$ cat src/proc_settings.svh
`ifndef PROC_SETTINGS_SVH
`define PROC_SETTINGS_SVH

// Datapath and address widths
`define PROC_DATA_W   32
`define PROC_ADDR_W   32

// Register file geometry
`define PROC_REG_AW   5
`define PROC_NUM_REGS 32

// Bytes per word, one lane enable each
`define PROC_BYTES    4

`endif

$ cat src/proc_pkg.sv
`include "proc_settings.svh"

package proc_pkg;

   // Primary opcode, bits 31:26 of every instruction
   // Zero is NOP so an all-zero word is a bubble
   typedef enum logic [5:0] {
      OP_NOP  = 6'd0,
      OP_HALT = 6'd1,
      OP_ADD  = 6'd2,
      OP_SUB  = 6'd3,
      OP_AND  = 6'd4,
      OP_XOR  = 6'd5,
      OP_ADDI = 6'd6,
      OP_LDW  = 6'd7,
      OP_LDH  = 6'd8,
      OP_LDB  = 6'd9,
      OP_STW  = 6'd10,
      OP_STH  = 6'd11,
      OP_STB  = 6'd12
   } opcode_t;

   typedef enum logic [1:0] {
      ALU_ADD,
      ALU_SUB,
      ALU_AND,
      ALU_XOR
   } alu_op_t;

   // Data memory access size
   typedef enum logic [1:0] {
      GRAN_WORD,
      GRAN_HALF,
      GRAN_BYTE
   } mem_gran_t;

endpackage

$ cat src/fetch_stage.sv
`timescale 1ns/1ps
`include "proc_settings.svh"

module fetch_stage (
   input  logic                    clk,
   input  logic                    rst_n,
   input  logic                    stall_i,
   input  logic                    halt_i,
   input  logic [`PROC_ADDR_W-1:0] dec_pc_i,
   output logic [`PROC_ADDR_W-1:0] iaddr_o
);

   localparam logic [`PROC_ADDR_W-1:0] PC_STEP = `PROC_BYTES;

   logic [`PROC_ADDR_W-1:0] pc_q;

   // Load-use stall refetches the instruction held in decode
   assign iaddr_o = stall_i ? dec_pc_i : pc_q;

   always_ff @(posedge clk or negedge rst_n) begin
      if (!rst_n) begin
         pc_q <= '0;
      end else if (!halt_i) begin
         pc_q <= iaddr_o + PC_STEP;
      end
   end

endmodule

$ cat src/decode_stage.sv
`timescale 1ns/1ps
`include "proc_settings.svh"

module decode_stage (
   input  logic                    clk,
   input  logic                    rst_n,
   input  logic [`PROC_DATA_W-1:0] inst_i,
   input  logic                    stall_i,
   input  logic                    wb_we_i,
   input  logic [`PROC_REG_AW-1:0] wb_dest_i,
   input  logic [`PROC_DATA_W-1:0] wb_data_i,
   output logic [`PROC_ADDR_W-1:0] dec_pc_o,
   output logic                    halt_seen_o,
   output logic [`PROC_REG_AW-1:0] dec_rs_o,
   output logic [`PROC_REG_AW-1:0] dec_rt_o,
   output proc_pkg::opcode_t       ex_op_o,
   output proc_pkg::alu_op_t       ex_alu_op_o,
   output proc_pkg::mem_gran_t     ex_gran_o,
   output logic [`PROC_REG_AW-1:0] ex_rs_o,
   output logic [`PROC_REG_AW-1:0] ex_rt_o,
   output logic [`PROC_REG_AW-1:0] ex_dest_o,
   output logic                    ex_we_o,
   output logic                    ex_rd_mem_o,
   output logic                    ex_wr_mem_o,
   output logic [`PROC_DATA_W-1:0] ex_a_o,
   output logic [`PROC_DATA_W-1:0] ex_b_o,
   output logic [`PROC_DATA_W-1:0] ex_imm_o,
   output logic                    ex_illegal_o
);

   localparam logic [`PROC_ADDR_W-1:0] PC_STEP = `PROC_BYTES;

   logic [`PROC_DATA_W-1:0] regs [`PROC_NUM_REGS];
   logic [`PROC_DATA_W-1:0] rs_val;
   logic [`PROC_DATA_W-1:0] rt_val;
   logic [`PROC_REG_AW-1:0] dest;
   proc_pkg::opcode_t       op;
   proc_pkg::alu_op_t       alu_op;
   proc_pkg::mem_gran_t     gran;
   logic                    valid_q;
   logic                    halt_q;
   logic                    bubble;
   logic                    reg_we;
   logic                    mem_rd;
   logic                    mem_wr;
   logic                    illegal;

   assign op       = proc_pkg::opcode_t'(inst_i[31:26]);
   assign dec_rs_o = inst_i[25:21];
   assign dec_rt_o = inst_i[20:16];

   // Word seen in the first cycle after reset was fetched during reset
   assign bubble      = stall_i | ~valid_q | halt_q;
   assign halt_seen_o = halt_q | (valid_q & (op == proc_pkg::OP_HALT));

   always_ff @(posedge clk or negedge rst_n) begin
      if (!rst_n) begin
         valid_q  <= 1'b0;
         halt_q   <= 1'b0;
         dec_pc_o <= '0;
      end else begin
         valid_q <= 1'b1;
         if (!bubble) begin
            dec_pc_o <= dec_pc_o + PC_STEP;
            halt_q   <= (op == proc_pkg::OP_HALT);
         end
      end
   end

   ////////////////////
   // Register file
   ////////////////////

   // Write-first, the retiring value is visible to decode at once
   assign rs_val = (wb_we_i && wb_dest_i == dec_rs_o) ? wb_data_i : regs[dec_rs_o];
   assign rt_val = (wb_we_i && wb_dest_i == dec_rt_o) ? wb_data_i : regs[dec_rt_o];

   always_ff @(posedge clk or negedge rst_n) begin
      if (!rst_n) begin
         for (int i = 0; i < `PROC_NUM_REGS; i++) begin
            regs[i] <= '0;
         end
      end else if (wb_we_i) begin
         regs[wb_dest_i] <= wb_data_i;
      end
   end

   ////////////////////
   // Control decode
   ////////////////////

   always_comb begin
      reg_we  = 1'b0;
      mem_rd  = 1'b0;
      mem_wr  = 1'b0;
      illegal = 1'b0;
      alu_op  = proc_pkg::ALU_ADD;
      gran    = proc_pkg::GRAN_WORD;
      dest    = inst_i[15:11];
      case (op)
         proc_pkg::OP_NOP, proc_pkg::OP_HALT: begin
         end
         proc_pkg::OP_ADD: reg_we = 1'b1;
         proc_pkg::OP_SUB: begin
            reg_we = 1'b1;
            alu_op = proc_pkg::ALU_SUB;
         end
         proc_pkg::OP_AND: begin
            reg_we = 1'b1;
            alu_op = proc_pkg::ALU_AND;
         end
         proc_pkg::OP_XOR: begin
            reg_we = 1'b1;
            alu_op = proc_pkg::ALU_XOR;
         end
         proc_pkg::OP_ADDI: begin
            reg_we = 1'b1;
            dest   = inst_i[20:16];
         end
         proc_pkg::OP_LDW, proc_pkg::OP_LDH, proc_pkg::OP_LDB: begin
            reg_we = 1'b1;
            mem_rd = 1'b1;
            dest   = inst_i[20:16];
         end
         proc_pkg::OP_STW, proc_pkg::OP_STH, proc_pkg::OP_STB: mem_wr = 1'b1;
         default: illegal = 1'b1;
      endcase
      if (op == proc_pkg::OP_LDH || op == proc_pkg::OP_STH) begin
         gran = proc_pkg::GRAN_HALF;
      end else if (op == proc_pkg::OP_LDB || op == proc_pkg::OP_STB) begin
         gran = proc_pkg::GRAN_BYTE;
      end
   end

   // ID/EX, controls squashed on a bubble
   always_ff @(posedge clk or negedge rst_n) begin
      if (!rst_n) begin
         ex_op_o      <= proc_pkg::OP_NOP;
         ex_we_o      <= 1'b0;
         ex_rd_mem_o  <= 1'b0;
         ex_wr_mem_o  <= 1'b0;
         ex_illegal_o <= 1'b0;
      end else begin
         ex_op_o      <= (bubble || illegal) ? proc_pkg::OP_NOP : op;
         ex_we_o      <= reg_we & ~bubble;
         ex_rd_mem_o  <= mem_rd & ~bubble;
         ex_wr_mem_o  <= mem_wr & ~bubble;
         ex_illegal_o <= illegal & ~bubble;
      end
   end

   always_ff @(posedge clk) begin
      ex_alu_op_o <= alu_op;
      ex_gran_o   <= gran;
      ex_rs_o     <= dec_rs_o;
      ex_rt_o     <= dec_rt_o;
      ex_dest_o   <= dest;
      ex_a_o      <= rs_val;
      ex_b_o      <= rt_val;
      ex_imm_o    <= {{(`PROC_DATA_W-16){inst_i[15]}}, inst_i[15:0]};
   end

endmodule

$ cat src/execute_stage.sv
`timescale 1ns/1ps
`include "proc_settings.svh"

module execute_stage (
   input  logic                    clk,
   input  logic                    rst_n,
   input  proc_pkg::opcode_t       ex_op_i,
   input  proc_pkg::alu_op_t       ex_alu_op_i,
   input  proc_pkg::mem_gran_t     ex_gran_i,
   input  logic [`PROC_REG_AW-1:0] ex_dest_i,
   input  logic                    ex_we_i,
   input  logic                    ex_rd_mem_i,
   input  logic                    ex_wr_mem_i,
   input  logic [`PROC_DATA_W-1:0] ex_a_i,
   input  logic [`PROC_DATA_W-1:0] ex_b_i,
   input  logic [`PROC_DATA_W-1:0] ex_imm_i,
   input  logic                    ex_illegal_i,
   input  logic [1:0]              fwd_a_i,
   input  logic [1:0]              fwd_b_i,
   input  logic [`PROC_DATA_W-1:0] wb_data_i,
   output logic [`PROC_DATA_W-1:0] mem_alu_o,
   output logic [`PROC_DATA_W-1:0] mem_store_o,
   output logic [`PROC_REG_AW-1:0] mem_dest_o,
   output logic                    mem_we_o,
   output logic                    mem_rd_o,
   output logic                    mem_wr_o,
   output proc_pkg::mem_gran_t     mem_gran_o,
   output logic                    mem_halt_o,
   output logic                    mem_illegal_o
);

   logic [`PROC_DATA_W-1:0] opnd_a;
   logic [`PROC_DATA_W-1:0] opnd_b;
   logic [`PROC_DATA_W-1:0] alu_b;
   logic [`PROC_DATA_W-1:0] alu_res;

   // Bit 0 selects the memory stage, bit 1 writeback
   assign opnd_a = fwd_a_i[0] ? mem_alu_o : (fwd_a_i[1] ? wb_data_i : ex_a_i);
   assign opnd_b = fwd_b_i[0] ? mem_alu_o : (fwd_b_i[1] ? wb_data_i : ex_b_i);

   // R-format takes rt, the rest add the immediate
   always_comb begin
      case (ex_op_i)
         proc_pkg::OP_ADD, proc_pkg::OP_SUB,
         proc_pkg::OP_AND, proc_pkg::OP_XOR: alu_b = opnd_b;
         default:                            alu_b = ex_imm_i;
      endcase
   end

   always_comb begin
      case (ex_alu_op_i)
         proc_pkg::ALU_SUB: alu_res = opnd_a - alu_b;
         proc_pkg::ALU_AND: alu_res = opnd_a & alu_b;
         proc_pkg::ALU_XOR: alu_res = opnd_a ^ alu_b;
         default:           alu_res = opnd_a + alu_b;
      endcase
   end

   // EX/MEM
   always_ff @(posedge clk or negedge rst_n) begin
      if (!rst_n) begin
         mem_we_o      <= 1'b0;
         mem_rd_o      <= 1'b0;
         mem_wr_o      <= 1'b0;
         mem_halt_o    <= 1'b0;
         mem_illegal_o <= 1'b0;
      end else begin
         mem_we_o      <= ex_we_i;
         mem_rd_o      <= ex_rd_mem_i;
         mem_wr_o      <= ex_wr_mem_i;
         mem_halt_o    <= (ex_op_i == proc_pkg::OP_HALT);
         mem_illegal_o <= ex_illegal_i;
      end
   end

   always_ff @(posedge clk) begin
      mem_alu_o   <= alu_res;
      mem_store_o <= opnd_b;
      mem_dest_o  <= ex_dest_i;
      mem_gran_o  <= ex_gran_i;
   end

endmodule

$ cat src/mem_access.sv
`timescale 1ns/1ps
`include "proc_settings.svh"

module mem_access (
   input  logic                    clk,
   input  logic                    rst_n,
   input  logic [`PROC_DATA_W-1:0] mem_alu_i,
   input  logic [`PROC_DATA_W-1:0] mem_store_i,
   input  logic [`PROC_REG_AW-1:0] mem_dest_i,
   input  logic                    mem_we_i,
   input  logic                    mem_rd_i,
   input  logic                    mem_wr_i,
   input  proc_pkg::mem_gran_t     mem_gran_i,
   input  logic                    mem_halt_i,
   input  logic                    mem_illegal_i,
   input  logic [`PROC_DATA_W-1:0] data_mem_to_proc_i,
   output logic [`PROC_ADDR_W-1:0] daddr_o,
   output logic [`PROC_BYTES-1:0]  we_o,
   output logic [`PROC_BYTES-1:0]  re_o,
   output logic [`PROC_DATA_W-1:0] data_proc_to_mem_o,
   output logic                    wb_we_o,
   output logic [`PROC_REG_AW-1:0] wb_dest_o,
   output logic [`PROC_DATA_W-1:0] wb_data_o,
   output logic                    halt_o,
   output logic                    err_o
);

   logic [1:0]              offset;
   logic [`PROC_BYTES-1:0]  lanes;
   logic                    misaligned;
   logic                    load_q;
   logic [1:0]              offset_q;
   proc_pkg::mem_gran_t     gran_q;
   logic [`PROC_DATA_W-1:0] alu_q;
   logic [`PROC_DATA_W-1:0] half_sh;
   logic [`PROC_DATA_W-1:0] byte_sh;
   logic [`PROC_DATA_W-1:0] load_data;

   ////////////////////
   // Memory stage
   ////////////////////

   assign daddr_o = mem_alu_i[`PROC_ADDR_W-1:0];
   assign offset  = mem_alu_i[1:0];

   // Big-endian lanes, offset 0 is lane 3
   always_comb begin
      case (mem_gran_i)
         proc_pkg::GRAN_HALF: lanes = 4'b1100 >> offset;
         proc_pkg::GRAN_BYTE: lanes = 4'b1000 >> offset;
         default:             lanes = 4'b1111;
      endcase
   end

   // Odd half-word offsets drop the access entirely
   assign misaligned = (mem_rd_i | mem_wr_i) & (mem_gran_i == proc_pkg::GRAN_HALF) & offset[0];

   assign we_o = (mem_wr_i && !misaligned) ? lanes : '0;
   assign re_o = (mem_rd_i && !misaligned) ? lanes : '0;

   // Replicate the field so every enabled lane carries it
   always_comb begin
      case (mem_gran_i)
         proc_pkg::GRAN_HALF: data_proc_to_mem_o = {2{mem_store_i[15:0]}};
         proc_pkg::GRAN_BYTE: data_proc_to_mem_o = {4{mem_store_i[7:0]}};
         default:             data_proc_to_mem_o = mem_store_i;
      endcase
   end

   ////////////////////
   // Writeback
   ////////////////////

   always_ff @(posedge clk or negedge rst_n) begin
      if (!rst_n) begin
         wb_we_o <= 1'b0;
         load_q  <= 1'b0;
         halt_o  <= 1'b0;
         err_o   <= 1'b0;
      end else begin
         wb_we_o <= mem_we_i & ~misaligned;
         load_q  <= mem_rd_i;
         halt_o  <= halt_o | mem_halt_i;
         err_o   <= err_o | mem_illegal_i | misaligned;
      end
   end

   always_ff @(posedge clk) begin
      wb_dest_o <= mem_dest_i;
      alu_q     <= mem_alu_i;
      gran_q    <= mem_gran_i;
      offset_q  <= offset;
   end

   // Load word arrives now, move the addressed field down
   assign half_sh = data_mem_to_proc_i >> {~offset_q[1], 4'b0000};
   assign byte_sh = data_mem_to_proc_i >> {~offset_q, 3'b000};

   always_comb begin
      case (gran_q)
         proc_pkg::GRAN_HALF: load_data = {{(`PROC_DATA_W-16){1'b0}}, half_sh[15:0]};
         proc_pkg::GRAN_BYTE: load_data = {{(`PROC_DATA_W-8){1'b0}}, byte_sh[7:0]};
         default:             load_data = data_mem_to_proc_i;
      endcase
   end

   assign wb_data_o = load_q ? load_data : alu_q;

endmodule

$ cat src/hazard_unit.sv
`timescale 1ns/1ps
`include "proc_settings.svh"

module hazard_unit (
   input  logic [`PROC_REG_AW-1:0] dec_rs_i,
   input  logic [`PROC_REG_AW-1:0] dec_rt_i,
   input  logic                    ex_rd_mem_i,
   input  logic [`PROC_REG_AW-1:0] ex_dest_i,
   input  logic [`PROC_REG_AW-1:0] ex_rs_i,
   input  logic [`PROC_REG_AW-1:0] ex_rt_i,
   input  logic                    mem_we_i,
   input  logic [`PROC_REG_AW-1:0] mem_dest_i,
   input  logic                    wb_we_i,
   input  logic [`PROC_REG_AW-1:0] wb_dest_i,
   output logic                    stall_o,
   output logic [1:0]              fwd_a_o,
   output logic [1:0]              fwd_b_o
);

   // One-hot select, the memory stage wins as the younger writer
   function automatic logic [1:0] fwd_sel(input logic [`PROC_REG_AW-1:0] src);
      logic mem_hit;
      logic wb_hit;
      mem_hit = mem_we_i && (mem_dest_i == src);
      wb_hit  = wb_we_i && (wb_dest_i == src);
      return {wb_hit & ~mem_hit, mem_hit};
   endfunction

   // Load data is not ready until writeback, so hold decode one cycle
   assign stall_o = ex_rd_mem_i && (ex_dest_i == dec_rs_i || ex_dest_i == dec_rt_i);

   always_comb begin
      fwd_a_o = fwd_sel(ex_rs_i);
      fwd_b_o = fwd_sel(ex_rt_i);
   end

endmodule

$ cat src/proc_top.sv
`timescale 1ns/1ps
`include "proc_settings.svh"

module proc_top (
   input  logic                    clk,
   input  logic                    rst_n,
   input  logic [`PROC_DATA_W-1:0] inst_i,
   input  logic [`PROC_DATA_W-1:0] data_mem_to_proc_i,
   output logic [`PROC_ADDR_W-1:0] iaddr_o,
   output logic [`PROC_ADDR_W-1:0] daddr_o,
   output logic [`PROC_BYTES-1:0]  we_o,
   output logic [`PROC_BYTES-1:0]  re_o,
   output logic [`PROC_DATA_W-1:0] data_proc_to_mem_o,
   output logic                    err_o,
   output logic                    halt_o
);

   // Fetch and decode
   logic                    stall;
   logic                    halt_seen;
   logic [`PROC_ADDR_W-1:0] dec_pc;
   logic [`PROC_REG_AW-1:0] dec_rs;
   logic [`PROC_REG_AW-1:0] dec_rt;

   // ID/EX
   proc_pkg::opcode_t       ex_op;
   proc_pkg::alu_op_t       ex_alu_op;
   proc_pkg::mem_gran_t     ex_gran;
   logic [`PROC_REG_AW-1:0] ex_rs;
   logic [`PROC_REG_AW-1:0] ex_rt;
   logic [`PROC_REG_AW-1:0] ex_dest;
   logic                    ex_we;
   logic                    ex_rd_mem;
   logic                    ex_wr_mem;
   logic [`PROC_DATA_W-1:0] ex_a;
   logic [`PROC_DATA_W-1:0] ex_b;
   logic [`PROC_DATA_W-1:0] ex_imm;
   logic                    ex_illegal;
   logic [1:0]              fwd_a;
   logic [1:0]              fwd_b;

   // EX/MEM
   logic [`PROC_DATA_W-1:0] mem_alu;
   logic [`PROC_DATA_W-1:0] mem_store;
   logic [`PROC_REG_AW-1:0] mem_dest;
   logic                    mem_we;
   logic                    mem_rd;
   logic                    mem_wr;
   proc_pkg::mem_gran_t     mem_gran;
   logic                    mem_halt;
   logic                    mem_illegal;

   // Writeback
   logic                    wb_we;
   logic [`PROC_REG_AW-1:0] wb_dest;
   logic [`PROC_DATA_W-1:0] wb_data;

   fetch_stage u_fetch (
      .clk(clk), .rst_n(rst_n), .stall_i(stall), .halt_i(halt_seen),
      .dec_pc_i(dec_pc), .iaddr_o(iaddr_o)
   );

   decode_stage u_decode (
      .clk(clk), .rst_n(rst_n), .inst_i(inst_i), .stall_i(stall),
      .wb_we_i(wb_we), .wb_dest_i(wb_dest), .wb_data_i(wb_data),
      .dec_pc_o(dec_pc), .halt_seen_o(halt_seen), .dec_rs_o(dec_rs), .dec_rt_o(dec_rt),
      .ex_op_o(ex_op), .ex_alu_op_o(ex_alu_op), .ex_gran_o(ex_gran),
      .ex_rs_o(ex_rs), .ex_rt_o(ex_rt), .ex_dest_o(ex_dest), .ex_we_o(ex_we),
      .ex_rd_mem_o(ex_rd_mem), .ex_wr_mem_o(ex_wr_mem),
      .ex_a_o(ex_a), .ex_b_o(ex_b), .ex_imm_o(ex_imm), .ex_illegal_o(ex_illegal)
   );

   hazard_unit u_hazard (
      .dec_rs_i(dec_rs), .dec_rt_i(dec_rt), .ex_rd_mem_i(ex_rd_mem), .ex_dest_i(ex_dest),
      .ex_rs_i(ex_rs), .ex_rt_i(ex_rt), .mem_we_i(mem_we), .mem_dest_i(mem_dest),
      .wb_we_i(wb_we), .wb_dest_i(wb_dest),
      .stall_o(stall), .fwd_a_o(fwd_a), .fwd_b_o(fwd_b)
   );

   execute_stage u_execute (
      .clk(clk), .rst_n(rst_n), .ex_op_i(ex_op), .ex_alu_op_i(ex_alu_op),
      .ex_gran_i(ex_gran), .ex_dest_i(ex_dest), .ex_we_i(ex_we),
      .ex_rd_mem_i(ex_rd_mem), .ex_wr_mem_i(ex_wr_mem),
      .ex_a_i(ex_a), .ex_b_i(ex_b), .ex_imm_i(ex_imm), .ex_illegal_i(ex_illegal),
      .fwd_a_i(fwd_a), .fwd_b_i(fwd_b), .wb_data_i(wb_data),
      .mem_alu_o(mem_alu), .mem_store_o(mem_store), .mem_dest_o(mem_dest),
      .mem_we_o(mem_we), .mem_rd_o(mem_rd), .mem_wr_o(mem_wr), .mem_gran_o(mem_gran),
      .mem_halt_o(mem_halt), .mem_illegal_o(mem_illegal)
   );

   mem_access u_mem (
      .clk(clk), .rst_n(rst_n), .mem_alu_i(mem_alu), .mem_store_i(mem_store),
      .mem_dest_i(mem_dest), .mem_we_i(mem_we), .mem_rd_i(mem_rd), .mem_wr_i(mem_wr),
      .mem_gran_i(mem_gran), .mem_halt_i(mem_halt), .mem_illegal_i(mem_illegal),
      .data_mem_to_proc_i(data_mem_to_proc_i),
      .daddr_o(daddr_o), .we_o(we_o), .re_o(re_o), .data_proc_to_mem_o(data_proc_to_mem_o),
      .wb_we_o(wb_we), .wb_dest_o(wb_dest), .wb_data_o(wb_data),
      .halt_o(halt_o), .err_o(err_o)
   );

endmodule

$ cat config.mk
export PLATFORM = sky130hd
export DESIGN_NAME = proc_top
export DESIGN_NICKNAME = d
export VERILOG_FILES = /design/src/proc_pkg.sv /design/src/fetch_stage.sv /design/src/decode_stage.sv /design/src/execute_stage.sv /design/src/mem_access.sv /design/src/hazard_unit.sv /design/src/proc_top.sv
export VERILOG_INCLUDE_DIRS = /design/src /design/src/src
export SDC_FILE = /design/constraint.sdc
export NUM_CORES = 2
export LEC_CHECK = 0
export BUFFER_PORTS_ARGS = -buffer_cell sky130_fd_sc_hd__buf_2
export CAP_MARGIN = 20
export CORE_ASPECT_RATIO = 2
export CORE_MARGIN = 10
export CORE_UTILIZATION = 40
export CTS_CLUSTER_SIZE = 28
export DETAILED_ROUTE_END_ITERATION = 7
export PLACE_DENSITY_LB_ADDON = 0.12
export SETUP_SLACK_MARGIN = 0.4
export SYNTH_ARGS = -nofsm -noshare
export SYNTH_HDL_FRONTEND = slang
export SYNTH_SLANG_ARGS = --single-unit
$ cat constraint.sdc
create_clock -name clk -period 6.75 [get_ports clk]
set_input_delay 0.675 -clock clk [delete_from_list [all_inputs] [get_ports clk]]
set_output_delay 0.675 -clock clk [all_outputs]
set_load 0.01 [all_outputs]
Word-level counts from Yosys, hierarchy flattened
Index checks and enable logic that the tools add are counted.
W data, S select, Z words.

storage, ports and cells
  output and inout port bits = 106
  bits of input ports = 66
  logic and storage cells = 193
  register bits = 1,320

cells by class
  bitwise gates (word level) = 29
  add/subtract/negate cells = 4
  reductions and logical operators = 22
  mux-type cells = 32
  order comparisons = 4
  shifts and indexed selects = 4
  equality and inequality tests = 32

operators by type and width
  kind                     number
  $bwmux W1024             1
  $mux W32                 14
  $bmux W32 S5             2
  $demux W32 S5            1
  $pmux W32 S2             2
  $pmux W32 S3             1
  $add A32 B3 Y32 const B  2
  $eq A5 B5 Y1             8
  $eq A6 B3 Y1 const B     6
  $add A32 B32 Y32         1
  $and A32 B32 Y32         1
  $shr A32 B5 Y16          1
  $shr A32 B5 Y8           1
  $sub A32 B32 Y32         1
  $xor A32 B32 Y32         1
  $eq A6 B4 Y1 const B     5
  $eq A6 B2 Y1 const B     4
  $ge A6 B6 Y1 const B     3
  $not A5 Y6               3
  $reduce_or A13 Y1        1
  $eq A6 B1 Y1 const B     2
  $and A1 B1 Y1            10
  $logic_and A1 B1 Y1      10
  $eq A2 B2 Y1 const B     4
  other kinds (19)         42

Logic depth before layout (Yosys ltp)
  word-level depth = 9
  gate-level depth with buffers = 26
  depth with buffers taken out = 24

By module
Synthesis repeated with hierarchy kept, for this count alone.

second synthesis, totals
  cell total of the unflattened synthesis = 6,250
  area total of the unflattened synthesis = 73,106.4 um^2

modules (own cells, without submodules)
  module         instances  cells an instance  area an instance (um^2)  sequential area each (um^2)
  decode_stage   1          4,759              60,925.9                 28,657.5
  execute_stage  1          848                6,682.7                  1,546.5
  mem_access     1          320                2,632.5                  880.8
  fetch_stage    1          278                2,501.1                  800.8
  hazard_unit    1          45                 364.1                    0.0

Least setup slack after synthesis
Ideal clock, no wire load.

  kind = reg2reg
  start point = reg u_decode.ex_op_o[1]
  end point = reg u_execute.mem_alu_o[31]
  period minus slack after synthesis = 5.418 ns
  path slack = 1.332 ns
  stages on the path, launching flop included = 22
  setup time = 0.064 ns
  required time = 6.686 ns
  arrival = 5.354 ns
  buffers on the path = 3
  path through = dfrtp_1 > xnor2_1 > nor4_1 > clkbuf_1 > clkbuf_1 > clkbuf_1 > mux2i_1 > ha_1 > nor3b_1 > nand2_1 > o21ai_0 > xor2_1 > ha_1 > and3_1 > a211o_1 > a211oi_1 > a21boi_0 > o211ai_1 > a41oi_1 > nand2_1 > mux2_2 > nand4_1

on the way
  cells in the longest elaborated chain, start to end = 5
  elaborated cells between the ends (all ways) = 11
  those cells by class = 2 x add/sub; 4 x eq/ne; 2 x mux; 2 x bitwise; 1 x reduce/logical

ends and longest elaborated chain
  item                                                 RTL line             source
  start, declared                                      decode_stage.sv:16   output proc_pkg::opcode_t ex_op_o,
  start signal, assigned                               decode_stage.sv:138  ex_op_o <= proc_pkg::OP_NOP;
  start signal, assigned                               decode_stage.sv:144  ex_op_o <= (bubble || illegal) ? proc_pkg::OP_NOP : op;
  $eq A6 B2 Y1 / $eq A6 B3 Y1 (equally long branches)  execute_stage.sv:43  case (ex_op_i)
  $reduce_or A4 Y1 *                                   execute_stage.sv:43
  $mux W32 *                                           execute_stage.sv:43
  $add A32 B32 Y32, or another cell as far along       execute_stage.sv:55  default: alu_res = opnd_a + alu_b;
  $pmux W32 S3 *                                       execute_stage.sv:51  case (ex_alu_op_i)
  named net u_execute.alu_res[31]                      execute_stage.sv:35  logic [`PROC_DATA_W-1:0] alu_res;
  end signal, assigned                                 execute_stage.sv:77  mem_alu_o <= alu_res;
  end, declared                                        execute_stage.sv:21  output logic [`PROC_DATA_W-1:0] mem_alu_o,

Mark *: on every way through the listed nets, which the timed path passes. The rest lies on a longest branch.
A chain may end at the register's enable or synchronous reset.

Final worst setup path
  start point = reg u_mem.gran_q[0]
  end point = reg u_execute.mem_alu_o[30]

on the way
  cells in the longest elaborated chain, start to end = 8
  elaborated cells between the ends (all ways) = 14
  those cells by class = 2 x add/sub; 2 x eq/ne; 8 x mux; 2 x bitwise

ends and longest elaborated chain
  item                                                         RTL line                                  source
  start, declared                                              mem_access.sv:33                          proc_pkg::mem_gran_t gran_q;
  start signal, assigned                                       mem_access.sv:91                          gran_q <= mem_gran_i;
  $eq A2 B2 Y1 / $eq A2 B1 Y1 (equally long branches)          mem_access.sv:100                         case (gran_q)
  $pmux W32 S2 *                                               mem_access.sv:100
  $mux W32 *                                                   mem_access.sv:107                         assign wb_data_o = load_q ? load_data : alu_q;
  $mux W32 * (2 in a row)                                      execute_stage.sv:39                       assign opnd_b = fwd_b_i[0] ? mem_alu_o : (fwd_b_i[1] ? wb_data_i : ex_b_i);
  named net u_execute.opnd_b[1]                                execute_stage.sv:33                       logic [`PROC_DATA_W-1:0] opnd_b;
  $mux W32 *                                                   execute_stage.sv:43
  $add A32 B32 Y32 / $sub A32 B32 Y32 (equally long branches)  execute_stage.sv:55, execute_stage.sv:52
  $pmux W32 S3 *                                               execute_stage.sv:51
  named net u_execute.alu_res[30]                              execute_stage.sv:35

Marks and branches as above.

==> results.py <==
metrics = {
    "outcome": {
        "status": "complete, no violations",
    },
    "worst_setup_path": {
        "endpoint_kind": "flip-flop",
        "critical_path_buf_inv_count": 2,
        "cp_data_required_time_ns": 7.49,
        "crit_start": "u_mem.gran_q[0]$_DFF_P_",
        "cp_max_fo": 16,
        "timing.rr.end": "u_execute.mem_alu_o[30]$_DFF_P_",
        "endpoint": "u_execute.mem_alu_o[30]$_DFF_P_",
        "crit_chain": "inv_1, ha_1, buf_4, nor4bb_1, a221oi_2, o21a_4, a211o_1, o21ai_1, mux2i_1, ha_1, nor2_1, xor2_1, ha_1, a21o_1, a21oi_1, o21ai_0, a31oi_1, o21ai_0, a32o_1, o311a_1, o31a_1, or3_1, nand3_1",
        "critPathKind": "reg -> reg",
        "path_common_cell": "ha_1",
        "worst-path-stages": 23,
        "regToRegStartpoint": "u_mem.gran_q[0]$_DFF_P_",
        "slowest_delay_ns": 0.50,
        "cp-start-kind": "flip-flop",
        "crit_family": "compound AO/OA/AOI/OAI gates",
        "r2r_slack_ns": 0.71,
        "worst_ep_arrival_time_ns": 6.78,
        "crit_slowest_cell": "nor4bb_1",
        "r2r_cells": 23,
    },
    "routing": {
        "drc": 0,
        "viasPerCell": 5.84,
        "routedWlPerCell_um": 28.6,
        "drt_wl_total_um": 243000,
        "firstDrtPassIters": 6,
        "drt_iter0_markers": 4154,
        "antenna_left": 0,
        "vias": 49500,
    },
    "synth": {
        "synth_ff_type": "dfrtp_1",
        "ys_ff_latch": 1316,
        "synthesis.instances": 6227,
        "ys_seq_area_share_pct": 46.9,
        "synth-edff-count": 0,
        "syn_area_sq_um": 67900,
        "synth_top_area_share_pct": 40.8,
        "synth_area_leader_cell": "dfrtp_1",
        "yosys_warnings": 0,
        "async_flop_share_pct": 84.1,
        "syn_area_per_cell_sq_um": 10.9,
        "synth_cell_types": 88,
        "yosys-top-cells-area": "dfrtp_1, mux4_2, o21ai_0",
    },
    "floorplanning": {
        "io_pins": 172,
        "coreArea_sq_um": 169000,
        "fp.dieW_um": 311,
        "die_y_um": 603,
        "rows": 213,
        "start_util_pct": 40.3,
        "floorplan.die_area_sq_um": 188000,
    },
    "job": {
        "maxCapViolations": 0,
    },
    "global_routing": {
        "grtUsageMet1_pct": 29.5,
        "busiest_layer": "met2",
        "grt.total_usage_pct": 25.7,
        "grt_pass1_vias": 51700,
        "overflow": 0,
        "use_met3_pct": 3.35,
        "gr-usage-met2_pct": 46.3,
        "grt_start_max_net_pins": 165,
        "grt_pass1_wl_um": 358000,
        "antenna_found_initial": 6,
    },
    "sta": {
        "setup_viol": 0,
        "fin_crit_sh_pct": 89.4,
        "drv_slew": 0,
        "finalSetupTns_ns": 0,
        "max_freq_mhz": 166,
        "rsz0062_at_grt": "false",
        "skew_ns": 0.0607,
        "tightest_slew_ns": 1.19,
        "min_period_ns": 6.04,
        "final_hold_viol_count": 0,
        "setup_slack_ns": 0.714,
        "slew_headroom_pct": 20.6,
    },
    "pwr": {
        "power.leakage_nw": 31.5,
        "combPwrFrac_pct": 17.8,
        "p_sw_mw": 6.31,
        "power_mw": 20.9,
        "p_int_mw": 14.6,
        "switching_share_pct": 30.1,
        "pwr-share-seq_pct": 44.8,
        "p_clk_share_pct": 37.4,
        "ir_drop_uv": 210,
        "powerDensity_nw_per_um2": 277,
    },
    "clocking": {
        "cts_tree": "done",
        "htree_levels": 4,
        "clock_path_buffers": 4,
        "cts_root_buffer": "clkbuf_16",
        "cts.sinks": 1316,
        "clk_pin_slew_worst_paths_ns": 0.07,
        "numCtsBuffers": 139,
        "clk_latency_ns": 0.80,
    },
    "place": {
        "dp.cells": 8228,
        "gp_congestion": 0.939,
        "pre_cts_ws_ns": 0.572,
        "hpwlAfterDp_um": 153000,
        "portBuffers": 171,
    },
    "final_layout": {
        "drive_gt1_share_pct": 21.0,
        "fillers": 15900,
        "nNetsFinal": 6265,
        "syn2layout_area_growth_pct": 11.5,
        "instances_no_fill": 8483,
    },
    "min_path": {
        "hp-class": "in -> reg",
    },
}
-- kinds of logic after synthesis --
logic type	share of synthesized area, %
buffers and inverters	3.53
and+or+nand+nor	10.8
other	0.0111
adders and majority gates	1.32
muxes	22.3
DFF	46.9
AOI/OAI and AO/OA	13.2
xor gates and xnor gates	1.93
-- per-layer routing --
layer,vias to the layer above,wire [um],part of all wire (%)
met5,-,0,0
met4,0,14000,5.8
met3,530,11600,4.8
met2,1520,126000,52
met1,25200,91100,37
li1,22300,-,-
-- final cells by class --
cell class	instances	area [sq um]	share of cell area, %
diodes	3	7.51	0.00991
clock buffers	195	3980	5.26
clock inverters	41	468	0.618
inverters	41	154	0.203
multi-input cells	4291	34100	45.0
flip-flops and latches	1316	31900	42.1
well taps	2257	2820	3.73
repair buffers	339	2340	3.09
-- placed cells by master (no fill, tap or decap), types with 45 or more instances in the layout --
cell       instances
dfxtp_1          207
nor2b_1           77
xnor2_1           94
buf_2            162
clkbuf_16        141
nand3_1           45
o21ai_0         1148
ha_1              70
dfrtp_1         1107
mux4_2           640
a211oi_1          76
xor2_1            56
a21oi_1          186
buf_4            147
nand2_1         1266
nor2_1           130
-- cells in the mapped netlist, types with 17 or more instances --
| master | instances |
|---|---|
| buf_1 | 64 |
| nand2_1 | 1298 |
| mux4_2 | 640 |
| dfrtp_1 | 1107 |
| inv_1 | 40 |
| a211oi_1 | 76 |
| mux2_2 | 24 |
| xnor2_1 | 94 |
| ha_1 | 70 |
| and2_1 | 29 |
| o21ai_0 | 1148 |
| nand2b_1 | 17 |
| xor2_1 | 56 |
| a21oi_1 | 188 |
| mux2i_1 | 40 |
| and3_1 | 28 |
| nand3_1 | 45 |
| nor2_1 | 133 |
| clkbuf_1 | 491 |
| nor3_1 | 25 |
| dfxtp_1 | 209 |
| a22oi_1 | 31 |
| a21o_1 | 19 |
| o31ai_1 | 26 |
| nor2b_1 | 80 |
-- how the worst min path moves through the flow --
stage | from | to | slack [ns] | depth (start not counted)
floorplan | u_decode.ex_gran_o[0]$_SDFF_PP1_ | u_execute.mem_gran_o[0]$_DFF_P_ | 0.31 | 0
global placement | u_decode.ex_gran_o[0]$_SDFF_PP1_ | u_execute.mem_gran_o[0]$_DFF_P_ | 0.31 | 0
detailed placement | u_decode.ex_gran_o[1]$_SDFF_PP0_ | u_execute.mem_gran_o[1]$_DFF_P_ | 0.32 | 0
CTS | inst_i[12] | u_decode.ex_imm_o[12]$_DFF_P_ | 0.06 | 1
global route | inst_i[12] | u_decode.ex_imm_o[12]$_DFF_P_ | 0.08 | 1
finish | inst_i[12] | u_decode.ex_imm_o[12]$_DFF_P_ | 0.10 | 1
-- state kept, by name, summed over array words and instances (netlist names), 5 cells and up --
signal,count
u_fetch.pc_q,32
u_decode.ex_dest_o,5
u_execute.mem_alu_o,32
u_decode.ex_rt_o,5
u_decode.ex_a_o,32
u_decode.ex_op_o,6
u_decode.dec_pc_o,30
u_decode.ex_imm_o,16
u_mem.wb_dest_o,5
u_decode.regs,1024
u_decode.ex_rs_o,5
u_decode.ex_b_o,32
u_mem.alu_q,31
u_execute.mem_dest_o,5
u_execute.mem_store_o,32
-- power by group through the flow --
stage | sequential (mW) | combinational, mW | clock, mW
3_3_place_gp | 9.47 | 3.71 | 0
5_1_grt | 9.46 | 4.10 | 8.25
2_1_floorplan | 9.21 | 2.47 | 0
4_1_cts | 9.36 | 3.76 | 7.99
6_report | 9.37 | 3.74 | 7.83
3_5_place_dp | 9.51 | 3.75 | 0
-- timing repair --
action	4_1_cts	5_1_grt
endpoints found under the hold margin	80	0
endpoints found under the setup margin	0	2
hold buffers	13	0
setup buffers	0	1
gates resized for setup	0	4
-- metrics by stage --
step                      instance area (sq um)  hold WS [ns]  utilization (%)
after floorplan                           67900         0.310                -
after global placement                    71100         0.312             42.1
after detailed placement                  71100         0.318             42.1
after CTS                                 75700        0.0587             44.9
after global routing                      75700        0.0821             44.9
final                                     75700         0.101             44.9
(Power assumes the default switching activity.)
